[src/cu_pkg.sv]
package cu_pkg;

    // ------------------------------------------------------------
    // Register index and ALU operation
    // ------------------------------------------------------------
    typedef logic [1:0] reg_idx_t;

    typedef enum logic [3:0] {
        OP_MOV_A = 4'd0,
        OP_MOV_B = 4'd1,
        OP_ADD   = 4'd2,
        OP_SUB   = 4'd3,
        OP_AND   = 4'd4,
        OP_OR    = 4'd5,
        OP_DEC   = 4'd6,
        OP_INC   = 4'd7,
        OP_NEG   = 4'd8,
        OP_NOT   = 4'd9,
        OP_RLC   = 4'd10,
        OP_RRC   = 4'd11,
        OP_SETC  = 4'd12,
        OP_CLRC  = 4'd13,
        OP_DEC_A = 4'd14
    } alu_op_t;

    // Opcode in bits 7:4 of the instruction byte
    localparam logic [3:0] OPC_NOP   = 4'd0;
    localparam logic [3:0] OPC_MOV   = 4'd1;
    localparam logic [3:0] OPC_ADD   = 4'd2;
    localparam logic [3:0] OPC_SUB   = 4'd3;
    localparam logic [3:0] OPC_AND   = 4'd4;
    localparam logic [3:0] OPC_OR    = 4'd5;
    localparam logic [3:0] OPC_ROT   = 4'd6;   // RLC RRC SETC CLRC
    localparam logic [3:0] OPC_STACK = 4'd7;   // PUSH POP OUT IN
    localparam logic [3:0] OPC_UNARY = 4'd8;   // NOT NEG INC DEC
    localparam logic [3:0] OPC_JCOND = 4'd9;   // JZ JN JC JV
    localparam logic [3:0] OPC_LOOP  = 4'd10;
    localparam logic [3:0] OPC_JUMP  = 4'd11;  // JMP CALL RET RTI
    localparam logic [3:0] OPC_LONG  = 4'd12;  // Two byte forms
    localparam logic [3:0] OPC_LDD   = 4'd13;
    localparam logic [3:0] OPC_STD   = 4'd14;

    // ------------------------------------------------------------
    // Datapath selects
    // ------------------------------------------------------------
    typedef enum logic [1:0] {
        SRC_A_REG    = 2'd0,
        SRC_A_IMM    = 2'd1,
        SRC_A_FWD    = 2'd2,
        SRC_A_INPORT = 2'd3
    } src_a_t;

    typedef enum logic [1:0] {
        SRC_B_REG = 2'd0,
        SRC_B_PC  = 2'd1,
        SRC_B_FWD = 2'd2
    } src_b_t;

    typedef enum logic [1:0] {
        FLAGS_KEEP = 2'd0,
        FLAGS_ZN   = 2'd1,
        FLAGS_ALL  = 2'd2
    } flag_mode_t;

    typedef enum logic [2:0] {
        JK_NONE = 3'd0,
        JK_JZ   = 3'd1,
        JK_JN   = 3'd2,
        JK_JC   = 3'd3,
        JK_JV   = 3'd4,
        JK_JMP  = 3'd5,
        JK_RET  = 3'd6,   // RET and RTI
        JK_LOOP = 3'd7
    } jmp_kind_t;

    typedef struct packed {
        logic       reg_write;
        logic       mem_read;     // Write back from memory
        logic       mem_write;
        alu_op_t    alu_op;
        flag_mode_t flag_change;
        reg_idx_t   src1;
        reg_idx_t   src2;
        src_a_t     alu_src_a;
        src_b_t     alu_src_b;
        reg_idx_t   dest;
        logic       sp_inc;
        logic       sp_dec;
        logic       read_out;
        jmp_kind_t  jmp;
        logic       store_pc;
        logic       return_flags;
    } ctrl_word_t;

    // ------------------------------------------------------------
    // Hazard, flush and interrupt status
    // ------------------------------------------------------------
    typedef enum logic [1:0] {
        FWD_EX   = 2'd0,
        FWD_MEM  = 2'd1,
        FWD_WB   = 2'd2,
        FWD_NONE = 2'd3   // Register file value
    } fwd_sel_t;

    typedef struct packed {
        fwd_sel_t a;
        fwd_sel_t b;
    } fwd_t;

    typedef struct packed {
        logic     is_load;
        logic     writes;
        reg_idx_t dest;
    } dest_tag_t;

    typedef struct packed {
        logic f;
        logic d;
        logic ex;
    } flush_t;

    typedef struct packed {
        logic ack;
        logic active;
        logic ret;
    } intr_status_t;

endpackage

[src/instr_decoder.sv]
`timescale 1ns/1ps

module instr_decoder #(
    parameter cu_pkg::reg_idx_t SP_REG = 2'd3
) (
    input  logic [7:0]         i_instr,
    output cu_pkg::ctrl_word_t o_word
);
    import cu_pkg::*;

    logic [3:0] opcode;
    reg_idx_t   ra;
    reg_idx_t   rb;

    assign opcode = i_instr[7:4];
    assign ra     = i_instr[3:2];
    assign rb     = i_instr[1:0];

    always_comb begin
        o_word           = '0;
        o_word.alu_src_a = SRC_A_IMM;   // No register read by default
        o_word.alu_src_b = SRC_B_PC;

        case (opcode)
            OPC_MOV: begin
                o_word.alu_op    = OP_MOV_B;
                o_word.alu_src_b = SRC_B_REG;
                o_word.src2      = rb;
                o_word.dest      = ra;
                o_word.reg_write = 1'b1;
            end
            OPC_ADD, OPC_SUB, OPC_AND, OPC_OR: begin
                o_word.alu_op      = alu_op_t'(opcode);   // Same codes for these four
                o_word.alu_src_a   = SRC_A_REG;
                o_word.alu_src_b   = SRC_B_REG;
                o_word.src1        = ra;
                o_word.src2        = rb;
                o_word.dest        = ra;
                o_word.reg_write   = 1'b1;
                o_word.flag_change = (opcode inside {OPC_ADD, OPC_SUB}) ? FLAGS_ALL : FLAGS_ZN;
            end
            OPC_ROT: begin
                case (ra)
                    2'd0, 2'd1: begin   // RLC RRC
                        o_word.alu_op    = (ra == 2'd0) ? OP_RLC : OP_RRC;
                        o_word.alu_src_b = SRC_B_REG;
                        o_word.src2      = rb;
                        o_word.dest      = rb;
                        o_word.reg_write = 1'b1;
                    end
                    2'd2:    o_word.alu_op = OP_SETC;
                    default: o_word.alu_op = OP_CLRC;
                endcase
            end
            OPC_STACK: begin
                case (ra)
                    2'd0: begin   // PUSH
                        o_word.alu_src_a = SRC_A_REG;
                        o_word.alu_src_b = SRC_B_REG;
                        o_word.src1      = SP_REG;
                        o_word.src2      = rb;
                        o_word.mem_write = 1'b1;
                        o_word.sp_dec    = 1'b1;
                    end
                    2'd1: begin   // POP
                        o_word.alu_src_a = SRC_A_REG;
                        o_word.src1      = SP_REG;
                        o_word.dest      = rb;
                        o_word.mem_read  = 1'b1;
                        o_word.reg_write = 1'b1;
                        o_word.sp_inc    = 1'b1;
                    end
                    2'd2: begin   // OUT
                        o_word.alu_op    = OP_MOV_B;
                        o_word.alu_src_b = SRC_B_REG;
                        o_word.src2      = rb;
                        o_word.read_out  = 1'b1;
                    end
                    default: begin   // IN
                        o_word.alu_op    = OP_MOV_A;
                        o_word.alu_src_a = SRC_A_INPORT;
                        o_word.dest      = rb;
                        o_word.reg_write = 1'b1;
                    end
                endcase
            end
            OPC_UNARY: begin
                case (ra)
                    2'd0:    o_word.alu_op = OP_NOT;
                    2'd1:    o_word.alu_op = OP_NEG;
                    2'd2:    o_word.alu_op = OP_INC;
                    default: o_word.alu_op = OP_DEC;
                endcase
                o_word.alu_src_b   = SRC_B_REG;
                o_word.src2        = rb;
                o_word.dest        = rb;
                o_word.reg_write   = 1'b1;
                o_word.flag_change = ra[1] ? FLAGS_ALL : FLAGS_ZN;   // INC DEC touch carry
            end
            OPC_JCOND: begin
                o_word.jmp       = jmp_kind_t'({1'b0, ra} + 3'd1);   // JZ JN JC JV
                o_word.alu_src_b = SRC_B_REG;
                o_word.src2      = rb;
            end
            OPC_LOOP: begin
                o_word.alu_op    = OP_DEC_A;
                o_word.alu_src_a = SRC_A_REG;
                o_word.alu_src_b = SRC_B_REG;
                o_word.src1      = ra;
                o_word.src2      = rb;
                o_word.dest      = ra;
                o_word.reg_write = 1'b1;
                o_word.jmp       = JK_LOOP;
            end
            OPC_JUMP: begin
                case (ra)
                    2'd0: begin   // JMP
                        o_word.jmp       = JK_JMP;
                        o_word.alu_src_b = SRC_B_REG;
                        o_word.src2      = rb;
                    end
                    2'd1: begin   // CALL
                        o_word.jmp       = JK_JMP;
                        o_word.alu_src_a = SRC_A_REG;
                        o_word.alu_src_b = SRC_B_REG;
                        o_word.src1      = SP_REG;
                        o_word.src2      = rb;
                        o_word.sp_dec    = 1'b1;
                        o_word.mem_write = 1'b1;
                        o_word.store_pc  = 1'b1;
                    end
                    default: begin   // RET RTI
                        o_word.jmp          = JK_RET;
                        o_word.alu_src_a    = SRC_A_REG;
                        o_word.src1         = SP_REG;
                        o_word.sp_inc       = 1'b1;
                        o_word.return_flags = ra[0];   // RTI only
                    end
                endcase
            end
            OPC_LONG: begin
                case (ra)
                    2'd0: begin   // Load immediate
                        o_word.dest      = rb;
                        o_word.reg_write = 1'b1;
                    end
                    2'd1: begin   // Load from immediate address
                        o_word.mem_read  = 1'b1;
                        o_word.dest      = rb;
                        o_word.reg_write = 1'b1;
                    end
                    2'd2: begin   // Store to immediate address
                        o_word.mem_write = 1'b1;
                        o_word.src2      = rb;
                    end
                    default: ;
                endcase
            end
            OPC_LDD: begin
                o_word.mem_read  = 1'b1;
                o_word.reg_write = 1'b1;
                o_word.dest      = rb;
                o_word.src1      = ra;
            end
            OPC_STD: begin
                o_word.mem_write = 1'b1;
                o_word.src1      = ra;
                o_word.src2      = rb;
            end
            default: ;   // NOP and opcode 15
        endcase
    end

    // A single memory access per instruction
    always_comb begin
        assert (!(o_word.mem_read && o_word.mem_write))
            else $error("decoder drives mem_read and mem_write together");
    end

endmodule

[src/intr_sequencer.sv]
`timescale 1ns/1ps

module intr_sequencer (
    input  logic                 clk,
    input  logic                 reset,
    input  logic                 i_intr,
    output cu_pkg::intr_status_t o_status
);
    import cu_pkg::*;

    typedef enum logic [1:0] {
        S_NORMAL = 2'd0,
        S_RISE   = 2'd1,
        S_ACTIVE = 2'd2,
        S_FALL   = 2'd3
    } state_t;

    state_t state;
    state_t state_next;

    always_ff @(posedge clk or posedge reset) begin
        if (reset) begin
            state <= S_NORMAL;
        end else begin
            state <= state_next;
        end
    end

    always_comb begin
        case (state)
            S_NORMAL: state_next = i_intr ? S_RISE : S_NORMAL;
            S_RISE:   state_next = S_ACTIVE;                    // Ack lasts one cycle
            S_ACTIVE: state_next = i_intr ? S_ACTIVE : S_FALL;
            default:  state_next = S_NORMAL;
        endcase
    end

    assign o_status.ack    = (state == S_RISE);
    assign o_status.active = (state == S_ACTIVE);
    assign o_status.ret    = (state == S_FALL);   // Fetch inserts the return

    // Interrupt window always ends before a new one can begin
    assert property (@(posedge clk) disable iff (reset) o_status.ack |=> !o_status.ack)
        else $error("interrupt ack held for two cycles");

endmodule

[src/issue_stage.sv]
`timescale 1ns/1ps

module issue_stage #(
    parameter cu_pkg::reg_idx_t SP_REG = 2'd3
) (
    input  logic               clk,
    input  logic               reset,
    input  cu_pkg::ctrl_word_t i_dec_word,
    input  logic               i_intr_ack,
    output cu_pkg::ctrl_word_t o_ctrl,
    output cu_pkg::fwd_t       o_fwd,
    output logic               o_stall
);
    import cu_pkg::*;

    ctrl_word_t        intr_word;
    dest_tag_t         cur_tag;
    dest_tag_t         ex_next;
    dest_tag_t [2:0]   hist;       // 0 EX, 1 MEM, 2 WB
    logic              stall_a;
    logic              stall_b;

    // First older writer of r decides the source
    function automatic fwd_sel_t lookup(input logic check, input reg_idx_t r,
                                        input dest_tag_t [2:0] h, output logic load_hit);
        fwd_sel_t sel;
        sel      = FWD_NONE;
        load_hit = 1'b0;
        if (check) begin
            if (h[0].writes && h[0].dest == r) begin
                sel      = FWD_EX;
                load_hit = h[0].is_load;   // Load data not ready yet
            end else if (h[1].writes && h[1].dest == r) begin
                sel = FWD_MEM;
            end else if (h[2].writes && h[2].dest == r) begin
                sel = FWD_WB;
            end
        end
        return sel;
    endfunction

    // ------------------------------------------------------------
    // Issued word
    // ------------------------------------------------------------
    always_comb begin
        intr_word           = '0;
        intr_word.src1      = SP_REG;       // Push PC onto the stack
        intr_word.alu_src_a = SRC_A_REG;
        intr_word.alu_src_b = SRC_B_PC;
        intr_word.sp_dec    = 1'b1;
        intr_word.mem_write = 1'b1;
    end

    assign o_ctrl = i_intr_ack ? intr_word : i_dec_word;

    // ------------------------------------------------------------
    // Destination history and forwarding
    // ------------------------------------------------------------
    assign cur_tag.is_load = o_ctrl.mem_read;
    assign cur_tag.writes  = o_ctrl.reg_write;
    assign cur_tag.dest    = o_ctrl.dest;
    assign ex_next         = o_stall ? dest_tag_t'('0) : cur_tag;   // Bubble while stalled

    always_ff @(posedge clk or posedge reset) begin
        if (reset) begin
            hist <= '0;
        end else begin
            hist <= {hist[1], hist[0], ex_next};
        end
    end

    always_comb begin
        o_fwd.a = lookup(o_ctrl.alu_src_a == SRC_A_REG, o_ctrl.src1, hist, stall_a);
        o_fwd.b = lookup(o_ctrl.alu_src_b == SRC_B_REG, o_ctrl.src2, hist, stall_b);
    end

    assign o_stall = stall_a | stall_b;   // Holds fetch and decode

    // Only a load in EX can hold the front end
    assert property (@(posedge clk) disable iff (reset)
                     o_stall |-> hist[0].is_load && hist[0].writes)
        else $error("stall raised without a load in EX");

endmodule

[src/flush_sequencer.sv]
`timescale 1ns/1ps

module flush_sequencer (
    input  logic              clk,
    input  logic              reset,
    input  cu_pkg::jmp_kind_t i_jmp,
    input  logic              i_branch_taken,
    output cu_pkg::flush_t    o_flush
);
    import cu_pkg::*;

    typedef enum logic [2:0] {
        S_NORMAL = 3'd0,
        S_UNCOND = 3'd1,   // JMP and CALL
        S_DELAY1 = 3'd2,   // RET waits for the stack read
        S_DELAY2 = 3'd3,
        S_COND   = 3'd4
    } state_t;

    state_t state;
    state_t state_next;

    always_ff @(posedge clk or posedge reset) begin
        if (reset) begin
            state <= S_NORMAL;
        end else begin
            state <= state_next;
        end
    end

    always_comb begin
        state_next = S_NORMAL;
        case (state)
            S_NORMAL: begin
                case (i_jmp)
                    JK_JMP:  state_next = S_UNCOND;
                    JK_RET:  state_next = S_DELAY1;
                    JK_NONE: state_next = S_NORMAL;
                    default: state_next = S_COND;     // JZ JN JC JV LOOP
                endcase
            end
            S_DELAY1: state_next = S_DELAY2;
            default:  state_next = S_NORMAL;          // Jumps seen here are dropped
        endcase
    end

    always_comb begin
        o_flush = '0;
        case (state)
            S_UNCOND: begin
                o_flush.f = 1'b1;
                o_flush.d = 1'b1;
            end
            S_DELAY2: begin
                o_flush = '1;
            end
            S_COND: begin
                o_flush.f = i_branch_taken;   // Resolved in EX this cycle
                o_flush.d = i_branch_taken;
            end
            default: ;
        endcase
    end

    // EX flush only ends a delayed return
    assert property (@(posedge clk) disable iff (reset)
                     o_flush.ex |-> state == S_DELAY2 && $past(state == S_DELAY1))
        else $error("execute flush outside a delayed return");

endmodule

[src/control_unit.sv]
`timescale 1ns/1ps

module control_unit #(
    parameter cu_pkg::reg_idx_t SP_REG = 2'd3
) (
    input  logic                 clk,
    input  logic                 reset,
    input  logic [7:0]           i_instr,
    input  logic                 i_branch_taken,
    input  logic                 i_intr,
    output cu_pkg::ctrl_word_t   o_ctrl,
    output cu_pkg::fwd_t         o_fwd,
    output logic                 o_stall,
    output cu_pkg::flush_t       o_flush,
    output cu_pkg::intr_status_t o_intr
);
    import cu_pkg::*;

    ctrl_word_t dec_word;

    instr_decoder #(.SP_REG(SP_REG)) u_instr_decoder (
        .i_instr (i_instr),
        .o_word  (dec_word)
    );

    intr_sequencer u_intr_sequencer (
        .clk      (clk),
        .reset    (reset),
        .i_intr   (i_intr),
        .o_status (o_intr)
    );

    // Interrupt word takes the decode slot during ack
    issue_stage #(.SP_REG(SP_REG)) u_issue_stage (
        .clk        (clk),
        .reset      (reset),
        .i_dec_word (dec_word),
        .i_intr_ack (o_intr.ack),
        .o_ctrl     (o_ctrl),
        .o_fwd      (o_fwd),
        .o_stall    (o_stall)
    );

    flush_sequencer u_flush_sequencer (
        .clk            (clk),
        .reset          (reset),
        .i_jmp          (o_ctrl.jmp),
        .i_branch_taken (i_branch_taken),
        .o_flush        (o_flush)
    );

endmodule

[config.mk]
export PLATFORM = sky130hd
export DESIGN_NAME = control_unit
export DESIGN_NICKNAME = d
export VERILOG_FILES = /design/src/cu_pkg.sv /design/src/instr_decoder.sv /design/src/intr_sequencer.sv /design/src/issue_stage.sv /design/src/flush_sequencer.sv /design/src/control_unit.sv
export SDC_FILE = /design/constraint.sdc
export NUM_CORES = 1
export LEC_CHECK = 0
export BUFFER_PORTS_ARGS = -buffer_cell sky130_fd_sc_hd__buf_2
export CAP_MARGIN = 25
export CORE_UTILIZATION = 57
export DETAILED_ROUTE_END_ITERATION = 6
export PLACE_DENSITY = 0.87
export SYNTH_ARGS = -nofsm -noshare
export SYNTH_HDL_FRONTEND = slang
export SYNTH_SLANG_ARGS = --single-unit
[constraint.sdc]
create_clock -name clk -period 4.8 [get_ports clk]
set_input_delay 0.72 -clock clk [delete_from_list [all_inputs] [get_ports clk]]
set_output_delay 0.72 -clock clk [all_outputs]
set_load 0.005 [all_outputs]
* Word level (Yosys, flattened, before mapping)
Index checks and enable logic that the tools add are counted.
Operators by class: add/subtract/negate cells 1, eq/ne operators 31, muxes and demuxes 60, bitwise gates (word level) 1, reductions and logical operators 27
Operator list (number):
- two-way mux 2 bit | 16
- equality test 4 bit, second input constant | 7
- two-way mux 27 bit | 1
- case mux 4 bit (6 select lines) | 1
- two-way mux 1 bit | 22
- case mux 2 bit (3 select lines) | 3
- case mux 3 bit (3 select lines) | 2
- equality test 4 x 3 -> 1 bit, second input constant | 4
- case mux 2 bit (2 select lines) | 4
- case mux 2 bit (4 select lines) | 2
- OR reduction 8 bit | 2
- OR reduction 2 bit | 7
- equality test 2 bit | 6
- case mux 4 bit (3 select lines) | 1
- case mux 2 bit (5 select lines) | 1
- equality test 3 bit, second input constant | 3
- OR reduction 9 bit | 1
- equality test 4 x 2 -> 1 bit, second input constant | 2
- logical NOT 2 bit | 4
- case mux 4 bit (2 select lines) | 1
- OR reduction 7 bit | 1
- equality test 2 bit, second input constant | 3
- equality test 3 x 2 -> 1 bit, second input constant | 2
- logical AND 1 bit | 6
- 16 further kinds | 18
Storage, ports and cells: flip-flop bits (word level) 15, input bits 12, output and inout bits 38, word-level logic and storage cells 129

* Logic depth before layout (Yosys ltp)
Gate-level depths: netlist (run 1).
word-level depth 11, depth in mapped cells 9, depth with buffers taken out 8

* Hierarchy
Synthesis (run 1) repeated with hierarchy kept, for this count alone.
Unflattened totals: cell total of the unflattened synthesis 250, area total of the unflattened synthesis 1953.1 µm²
By module, submodules not included:
- instr_decoder | times used 1, cells each 131, area each 844.6 µm², sequential area each 0.0 µm²
- issue_stage | times used 1, cells each 91, area each 799.5 µm², sequential area each 250.2 µm²
- flush_sequencer | times used 1, cells each 18, area each 182.7 µm², sequential area each 75.1 µm²
- intr_sequencer | times used 1, cells each 10, area each 126.4 µm², sequential area each 50.0 µm²

* Least setup slack after synthesis (run 1)
OpenSTA, ideal clock, no wires.
path kind input to output, start point in i_instr[2], end point out o_fwd[1] (netlist name), data arrival time 2.443 ns, data required time 4.080 ns, path slack 1.637 ns, cell stages on the path 9, path buffers 1, path through inv_1 -> ha_1 -> clkbuf_1 -> and4b_2 -> o31ai_1 -> a311oi_2 -> a211o_2 -> a21oi_1 -> o21ba_1
RTL lines:
- from (decl) | RTL line control_unit.sv:8 | input logic [7:0] i_instr,
- to (decl) | RTL line control_unit.sv:12 | output cu_pkg::fwd_t o_fwd,

==> qor.csv, run 1 <==
metric,value,unit
postCtsHoldBufs,0,
cp_common_cell,buf_2,
met2_length,2110,um
synth_seq_cells,15,
path_cells,"buf_2, inv_1, ha_1, and4b_1, o31ai_1, a311oi_2, a211o_2, a21oi_1, o21ba_1, buf_2",
drt_iter0_drc,87,
crit_slowest_cell,ha_1,
grtUsageTotal,0.275,
synth-simple-area-share,0.287,
violations,design-rule violations,
synth-compound-area-share,0.291,
insertion_delay,0.28,ns
finalClockSkew,0.00119,ns
grt_max_degree,34,
met3WireLength,356,um
clock-sinks,15,
ys_warn_count,0,
postCtsSetupBuffers,0,
cp.required,4.08,ns
finalCriticalPeriod,3.73,ns
rrSetupSlack,2.40,ns
holdWs,0.432,ns
fp.coreArea,0.00285,mm^2
fin_setup_tns,0,ns
synthMuxAreaShare,0.0112,
antenna_cells,0,
ioPinCount,50,
power_per_cell_area,312,mW/mm^2
r2r_cells,7,
die_x,58.0,um
worstPathMaxFanout,12,
report.final.hold_viol_count,0,
path_clk_slew,0.08,ns
worst_slew_pin_slew,0.749,ns
clockBufferDepth,2,
synth_area,0.00179,mm^2
dieArea,0.00337,mm^2
synth_cells,233,
synth-edff-count,0,
outcome,finished with violations,
fin_nets,289,
firstDrtPassIters,7,
async_flop_share,1.00,
die_h,58.0,um
grt_overflow,0,
top_layer,met4,
rr_startpoint,u_intr_sequencer.state[1],
arrival,3.01,ns
ctsHtreeMaxLevel,1,
ys_types,59,
ys_seq_area_frac,0.210,
grt_pass1_vias,1630,
worst_slack,1.07,ns
maxSlewHeadroom,0.501,
r2r_end,u_issue_stage.hist[1],
wl_per_cell,14.8,um
cts_tree,built,
start_kind,primary input,
worstSetupPathType,primary input to output pin,
vias_per_cell,6.30,
core.rowCount,19,
p_leak,0.985,nW
rsz0062_at_grt,false,
drv_cap,0,
fmax,268,MHz
routedLengthMet1,1880,um
ir_drop,0.276,mV
vias,1878,
syn_nets,254,
final_cell_mix,"buf_2 (48), nand2_1 (19), nor2_1 (18), inv_1 (16)",
min_from,u_issue_stage.hist[2],
end_kind,output pin,
place_congestion,0.979,
synthAdderAreaFrac,0.0629,
crit_start,i_instr[2],
start_util,0.627,
ctsResizeCount,0,
hold_class,flip-flop to flip-flop,
antenna_found_initial,0,
drv_slew,0,
dp_slack,1.08,ns
synth_top_family_by_area,compound AO/OA/AOI/OAI gates,
hpwlAfterDp,3290,um
ant_nets,0,
finalSetupViolations,0,
crit_end,o_fwd[1],
critPathMaxStageDelay,0.35,ns
grt_first_pass_wirelength,7220,um
syn_area_per_cell,7.68,um^2
synthXorXnorAreaFrac,0.0538,
wirelength,4410,um
drive_above_1_share,0.236,
synth-main-ff-cell,dfrtp_1,
cts-root-buf,clkbuf_4,
period_share,0.777,
port_buffers,48,
cts_buffers,3,
post-route-drc-count,1,
layout_commonest_cell,buf_2,
areaGrowthSynthToFinish,12.2,%
-- cells by family (layout without fill, tap and decap cells) --
group,Yosys count,after routing
AO/OA/AOI/OAI,67,67
XOR/XNOR,11,11
adder cells (fa/ha/maj),9,9
buffers and inverters,34,68
flip-flops,15,15
multiplexers,2,2
other,1,1
AND/OR/NAND/NOR,94,94
-- worst min-delay path by stage --
stage,to,slack (ns),cells after the start
after floorplan,u_issue_stage.hist[6],0.37,0
after global placement,u_issue_stage.hist[6],0.40,0
after detailed placement,u_issue_stage.hist[6],0.41,0
after CTS,u_issue_stage.hist[6],0.42,0
after global routing,u_issue_stage.hist[6],0.44,0
final,u_issue_stage.hist[6],0.43,0
-- synth_stat cells, types with 3 or more instances --
cell	n	area, um^2
nor4_1	3	18.8
nor2b_1	4	25.0
o21ai_0	10	50.1
a22oi_1	4	30.0
nor2_1	18	67.6
buf_1	3	11.3
a21oi_1	12	60.1
a211oi_1	5	37.5
dfrtp_1	15	375
ha_1	9	113
o21bai_1	5	37.5
and3_1	5	31.3
clkbuf_1	7	26.3
xnor2_1	9	78.8
and2_1	5	31.3
inv_1	16	60.1
buf_2	4	20.0
buf_4	4	30.0
nand2_1	19	71.3
nor3b_1	4	30.0
a41oi_1	3	26.3
nand3_1	7	35.0
a31oi_1	4	25.0
nor3_1	15	75.1
-- critical path, delay by kind of cell --
family / cells / cell delay, ns
buffers and inverters: 3 / 0.38
adder cells (fa/ha/maj): 1 / 0.35
AO/OA/AOI/OAI: 5 / 1.28
AND/OR/NAND/NOR: 1 / 0.27
-- where the power goes --
group	internal (mW)	switching (mW)
clock network	0.0323	0.0370
logic	0.159	0.210
registers	0.158	0.0301
total	0.349	0.277
-- final cells by class --
class	count	area [um^2]
repair buffers	48	240
inverters	16	60.1
clock buffers	4	26.3
fillers	234	846
well taps	31	38.8
multi-input cells	184	1270
flip-flops and latches	15	375
-- state kept, by name, indices dropped and copies added (netlist names) --
signal and count:
u_flush_sequencer.state 3, u_issue_stage.hist 10, u_intr_sequencer.state 2
-- routing by layer --
layer / vias up / track usage
met5: - / 0
met4: 0 / 0.0782
met3: 11 / 0.0491
met2: 99 / 0.435
met1: 862 / 0.385
li1: 906 / -
-- metrics by stage --
stage	cells	utilization	area, um^2	total power [mW]
finish	298	0.704	2010	0.626
global route	298	0.704	2010	0.680
CTS	298	0.704	2010	0.627
detailed placement	294	0.694	1980	0.557
global placement	294	0.694	1980	0.548
floorplan	233	-	1790	0.446
Note: power is estimated with default switching activity, not from simulation.
==> run 2, diff against run 1 <==
ABC_AREA = 1   (was unset)
CORE_UTILIZATION = 47   (was 57)
PLACE_DENSITY = 0.78   (was 0.87)
clock period = 3.26 ns   (was 4.8 ns; I/O delays follow)
==> run 2 against run 1 <==
Net effect:
- the flow still finishes with violations (design-rule violations)
- core utilization is 12 points lower
- non-clock buffer count grew 2
- critical path depth increased by 3
==> qor.csv, run 2 <==
metric,value,unit,change
outcome,finished with violations,,unchanged
seqCellArea,375,um^2,unchanged
met3WireLength,339,um,was 356 um
yosysTopAreaCellShare,0.226,,was 0.210
r2r_cells,9,,was 7
wl_per_cell,12.2,um,was 14.8 um
grt_first_pass_wirelength,6820,um,was 7220 um
ant_nets,0,,unchanged
p_leak,1.21,nW,was 0.985 nW
ctsResizeCount,0,,unchanged
routedLengthMet1,1950,um,was 1880 um
rsz0062_at_grt,false,,unchanged
finalPower,0.883,mW,was 0.626 mW
grt_max_degree,22,,was 34
power_per_cell_area,448,mW/mm^2,was 312 mW/mm^2
path_clk_slew,0.10,ns,was 0.08 ns
insertion_delay,0.29,ns,was 0.28 ns
dp.cells,349,,was 294
ctsHtreeMaxLevel,1,,unchanged
synth_seq_cells,15,,unchanged
final_cell_mix,"nand2_1 (61), buf_2 (48), inv_1 (37), nor2_1 (27), dfrtp_1 (15)",,"was buf_2 (48), nand2_1 (19), nor2_1 (18), inv_1 (16)"
finalClockSkew,0.0143,ns,was 0.00119 ns
arrival,2.40,ns,was 3.01 ns
grt_pass1_vias,1615,,was 1630
met2_length,1960,um,was 2110 um
final_cells,353,,was 298
ys_top_cells_by_count,"nand2_1 (61), inv_1 (37), nor2_1 (27)",,"was nand2_1 (19), nor2_1 (18), inv_1 (16)"
violations,design-rule violations,,unchanged
cp.required,2.77,ns,was 4.08 ns
fin_setup_tns,0,ns,unchanged
fillerInstances,351,,was 234
largest_reg_flops,10,,unchanged
regMostFlops,u_issue_stage.hist,,unchanged
synth_top_area_cell,dfrtp_1,,unchanged
vias,1861,,was 1878
ioPinCount,50,,unchanged
cts_buffers,3,,unchanged
dieArea,0.00378,mm^2,was 0.00337 mm^2
grt_overflow,0,,unchanged
maxSlewHeadroom,0.624,,was 0.501
synth-main-ff-cell,dfrtp_1,,unchanged
fin_nets,329,,was 289
cts_tree,built,,unchanged
place_congestion,0.951,,was 0.979
synth_most_common_cell,nand2_1,,unchanged
multiInputGateArea,0.00107,mm^2,was 0.00127 mm^2
cts-root-buf,clkbuf_4,,unchanged
postCtsSetupBuffers,0,,unchanged
post-route-util,0.586,,was 0.704
rrSetupSlack,1.30,ns,was 2.40 ns
drive_above_1_share,0.300,,was 0.236
grtUsageTotal,0.242,,was 0.275
async_flop_share,1.00,,unchanged
synth-edff-count,0,,unchanged
worst_slew_pin_slew,0.563,ns,was 0.749 ns
hold_class,primary input to async pin,,was flip-flop to flip-flop
ys_types,33,,was 59
firstDrtPassIters,7,,unchanged
antenna_cells,0,,unchanged
clock-sinks,15,,unchanged
period_share,0.887,,
synth_area,0.00166,mm^2,was 0.00179 mm^2
fp.coreArea,0.00336,mm^2,was 0.00285 mm^2
synth_cells,259,,was 233
layout_commonest_cell,nand2_1,,was buf_2
top_regs,"u_issue_stage.hist: 10 flops, u_flush_sequencer.state: 3 flops, u_intr_sequencer.state: 2 flops",,unchanged
worstPathMaxFanout,6,,was 12
syn_area_per_cell,6.43,um^2,was 7.68 um^2
antenna_found_initial,0,,unchanged
hpwlAfterDp,3580,um,was 3290 um
start_util,0.495,,was 0.627
core.rowCount,21,,was 19
vias_per_cell,5.27,,was 6.30
port_buffers,48,,unchanged
postCtsHoldBufs,0,,unchanged
clockBufferDepth,2,,unchanged
drv_cap,0,,unchanged
top_layer,met4,,unchanged
worstSetupPathType,primary input to output pin,,unchanged
wirelength,4310,um,was 4410 um
areaGrowthSynthToFinish,18.3,%,was 12.2%
ys_warn_count,0,,unchanged
finalSetupViolations,0,,unchanged
drt_iter0_drc,110,,was 87
report.final.hold_viol_count,0,,unchanged
ys_seq_area_frac,0.226,,was 0.210
end_kind,output pin,,unchanged
fmax,346,MHz,
die_h,61.5,um,was 58.0 um
syn_nets,280,,was 254
start_kind,primary input,,unchanged
finalCriticalPeriod,2.89,ns,
die_x,61.5,um,was 58.0 um
ir_drop,0.299,mV,was 0.276 mV
synth_area_leaders,"dfrtp_1 (23%), nand2_1 (14%), inv_1 (8.3%)",,"was dfrtp_1 (21%), ha_1 (6.3%), xnor2_1 (4.4%)"
post-route-drc-count,3,,was 1
drv_slew,0,,unchanged
==> run 2: final cells by class <==
type                            instances  share of cell area
Sequential cell                        15               0.191
Tap cell                               46              0.0292
Timing Repair Buffer                   50               0.130
Clock inverter                          1             0.00254
Multi-Input combinational cell        190               0.545
Inverter                               48              0.0915
Clock buffer                            3              0.0114
==> run 2: final timing paths <==
kind / from / end
setup / recovery: i_instr[2] / o_fwd[0]
hold / removal: reset / u_issue_stage.hist[5]
setup reg to reg: u_intr_sequencer.state[0] / u_issue_stage.hist[3]
hold reg to reg: u_issue_stage.hist[6] / u_issue_stage.hist[10]
max in group asynchronous: reset / u_flush_sequencer.state[2]
min in group clk: u_issue_stage.hist[6] / u_issue_stage.hist[10]
==> run 2: worst max-delay path: stages <==
cell	delay, ns
buf_2	0.14
inv_1	0.11
ha_1	0.24
inv_1	0.10
nand2_1	0.12
nor2_1	0.09
nor3_1	0.41
nand2_1	0.12
a21oi_1	0.19
nand3_2	0.13
inv_1	0.11
a21oi_1	0.04
buf_2	0.12
==> run 2: routing by layer <==
metal	global-route usage	vias up
met2	0.392	86
met4	0.0476	0
met3	0.0525	6
met1	0.332	837
met5	0	-
li1	-	932
==> run 2: per-stage QoR <==
step / hold slack, ns / cell area, um^2 / setup WS (ns)
finish: 0.231 / 1970 / 0.367
global route: 0.275 / 1970 / 0.203
CTS: 0.249 / 1970 / 0.401
detailed placement: 0.395 / 1940 / 0.417
global placement: 0.394 / 1940 / 0.522
floorplan: 0.375 / 1660 / 1.01
==> run 2: power breakdown <==
group / leakage [nW] / switching, mW / internal [mW]
Combinational: 0.996 / 0.309 / 0.202
Sequential: 0.194 / 0.0356 / 0.229
Clock: 0.0177 / 0.0622 / 0.0455
==> run 2: cells by family (layout without fill, tap and decap cells) <==
family	Yosys count	in the layout	share of synthesized area
fa+ha+maj	9	9	0.0677
simple gates	147	147	0.449
compound gates	30	30	0.110
mux	1	1	0.00602
flops	15	15	0.226
buf+inv	54	102	0.129
xor+xnor	2	2	0.0105
other cells	1	1	0.00225
==> run 3, diff against run 2 <==
CORE_UTILIZATION = 52   (was 47)
MAX_ROUTING_LAYER = met4   (was unset)
PLACE_DENSITY = 0.82   (was 0.78)
RECOVER_POWER = 100   (was unset)
clock period = 2.97 ns   (was 3.26 ns; I/O delays follow)
==> run 3 against run 2 <==
Net effect:
- the flow still finishes with violations (design-rule violations)
- hold slack worse by 0.034 ns
- via count up 1.1%
- clock skew down 0.0068 ns
- combinational power up 5.9%
- setup slack worse by 0.082 ns
- die area down 9.3%
- non-clock buffer count unchanged
==> qor.csv, run 3 (same netlist as run 2, synthesis figures left out) <==
metric,value,unit,change
outcome,finished with violations,,unchanged
violations,design-rule violations,,unchanged
rsz0062_at_grt,false,,unchanged
cts_buffers,3,,unchanged
finalClockSkew,0.00748,ns,was 0.0143 ns
ant_nets,0,,unchanged
finalSetupViolations,0,,unchanged
antenna_cells,0,,unchanged
core.rowCount,20,,was 21
wl_per_cell,12.4,um,was 12.2 um
fin_setup_tns,0,ns,unchanged
grt_pass1_vias,1655,,was 1615
end_kind,output pin,,unchanged
holdWs,0.197,ns,was 0.231 ns
ir_drop,0.421,mV,was 0.299 mV
cts_tree,built,,unchanged
report.final.hold_viol_count,0,,unchanged
insertion_delay,0.29,ns,about the same
crit_start,i_instr[2],,unchanged
hold_class,primary input to async pin,,unchanged
post-route-drc-count,6,,was 3
die_x,58.6,um,was 61.5 um
ioPinCount,50,,unchanged
vias_per_cell,5.36,,was 5.27
r2r_end,u_issue_stage.hist[3],,unchanged
fp.coreArea,0.00305,mm^2,was 0.00336 mm^2
dieArea,0.00343,mm^2,was 0.00378 mm^2
seqCellArea,375,um^2,unchanged
drt_iter0_drc,156,,was 110
worst_slew_pin_slew,0.578,ns,was 0.563 ns
place_congestion,1.03,,was 0.951
start_util,0.545,,was 0.495
ctsResizeCount,0,,unchanged
drive_above_1_share,0.244,,was 0.300
grt_overflow,0,,unchanged
worstSetupPathType,primary input to output pin,,unchanged
rr_startpoint,u_intr_sequencer.state[1],,was u_intr_sequencer.state[0]
regMostFlops,u_issue_stage.hist,,unchanged
grt_first_pass_wirelength,7160,um,was 6820 um
crit_end,o_fwd[1],,was o_fwd[0]
ctsHtreeMaxLevel,1,,unchanged
clockBufferDepth,2,,unchanged
cp.required,2.52,ns,was 2.77 ns
grt_max_degree,22,,unchanged
r2r_cells,9,,unchanged
finalCriticalPeriod,2.68,ns,
arrival,2.24,ns,was 2.40 ns
power_per_cell_area,490,mW/mm^2,was 448 mW/mm^2
start_kind,primary input,,unchanged
postCtsSetupBuffers,0,,unchanged
fillerInstances,309,,was 351
fin_nets,329,,unchanged
largest_reg_flops,10,,unchanged
multiInputGateArea,0.00107,mm^2,about the same
antenna_found_initial,0,,unchanged
path_clk_slew,0.09,ns,was 0.10 ns
final_cell_mix,"nand2_1 (62), inv_1 (37), buf_2 (28), nor2_1 (27), clkbuf_1 (16)",,"was nand2_1 (61), buf_2 (48), inv_1 (37), nor2_1 (27), dfrtp_1 (15)"
layout_commonest_cell,nand2_1,,unchanged
period_share,0.904,,
die_h,58.6,um,was 61.5 um
drv_cap,0,,unchanged
areaGrowthSynthToFinish,16.5,%,was 18.3%
drv_slew,0,,unchanged
clock-sinks,15,,unchanged
postCtsHoldBufs,0,,unchanged
top_regs,"u_issue_stage.hist: 10 flops, u_flush_sequencer.state: 3 flops, u_intr_sequencer.state: 2 flops",,unchanged
wirelength,4360,um,was 4310 um
firstDrtPassIters,7,,unchanged
rrSetupSlack,1.01,ns,was 1.30 ns
cts-root-buf,clkbuf_4,,unchanged
worstPathMaxFanout,6,,unchanged
fmax,373,MHz,
vias,1881,,was 1861
hpwlAfterDp,3640,um,was 3580 um
maxSlewHeadroom,0.614,,was 0.624
grtUsageTotal,0.279,,was 0.242
port_buffers,48,,unchanged
p_leak,1.15,nW,was 1.21 nW
run 3: cell count changes in the layout (fill, tap and decap cells not counted), moves of 2 or more:
| cell | before | now |
|---|---|---|
| buf_2 | 48 | 28 |
| buf_4 | 2 | 0 |
| clkbuf_2 | 0 | 6 |
| clkbuf_1 | 0 | 16 |
run 3: through the flow:
step | std cells | instance area (um^2) | worst slack [ns] | utilization | power [mW]
floorplan | 259 | 1660 | 0.806 | - | 0.667
global placement | 347 | 1940 | 0.379 | 0.635 | 0.842
detailed placement | 347 | 1940 | 0.325 | 0.635 | 0.851
CTS | 351 | 1970 | 0.327 | 0.644 | 0.971
global route | 351 | 1940 | 0.0864 | 0.635 | 1.04
finish | 351 | 1940 | 0.286 | 0.635 | 0.950
run 3: where the power goes:
group	total, mW	internal (mW)	switching [mW]	leakage [nW]
clock network	0.117	0.0501	0.0672	0.0177
logic	0.541	0.202	0.340	0.934
registers	0.291	0.251	0.0397	0.194
run 3: layout make-up:
type,count,share of cell area
Multi-Input combinational cell,190,0.552
Sequential cell,15,0.194
Timing Repair Buffer,50,0.119
Inverter,48,0.0929
Tap cell,44,0.0284
Clock buffer,3,0.0116
Clock inverter,1,0.00258
run 3: worst min path at each step:
stage / to / depth (start not counted)
after CTS: u_issue_stage.hist[2] / 2
after global placement: u_issue_stage.hist[10] / 0
after floorplan: u_flush_sequencer.state[0] / 1
final: u_issue_stage.hist[2] / 2
after detailed placement: u_issue_stage.hist[10] / 0
after global routing: u_issue_stage.hist[0] / 2
run 3: routing by layer:
metal | vias up | share of wire | routed length, um | global-route usage
met3 | 2 | 0.099 | 432 | 0.0791
met5 | - | 0 | 0 | -
met2 | 106 | 0.45 | 1980 | 0.432
met1 | 834 | 0.44 | 1930 | 0.368
li1 | 939 | - | - | -
met4 | 0 | 0.0044 | 19 | 0.0510
run 3: critical path: stages:
cell	delay, ns
buf_2	0.16
inv_1	0.09
ha_1	0.24
inv_1	0.11
nand2_1	0.11
nand3_1	0.10
nand2_1	0.06
a21oi_2	0.17
nand2_4	0.10
nand3_4	0.10
xor2_1	0.17
nand3_1	0.12
nor2_1	0.10
nor2_1	0.04
buf_2	0.11
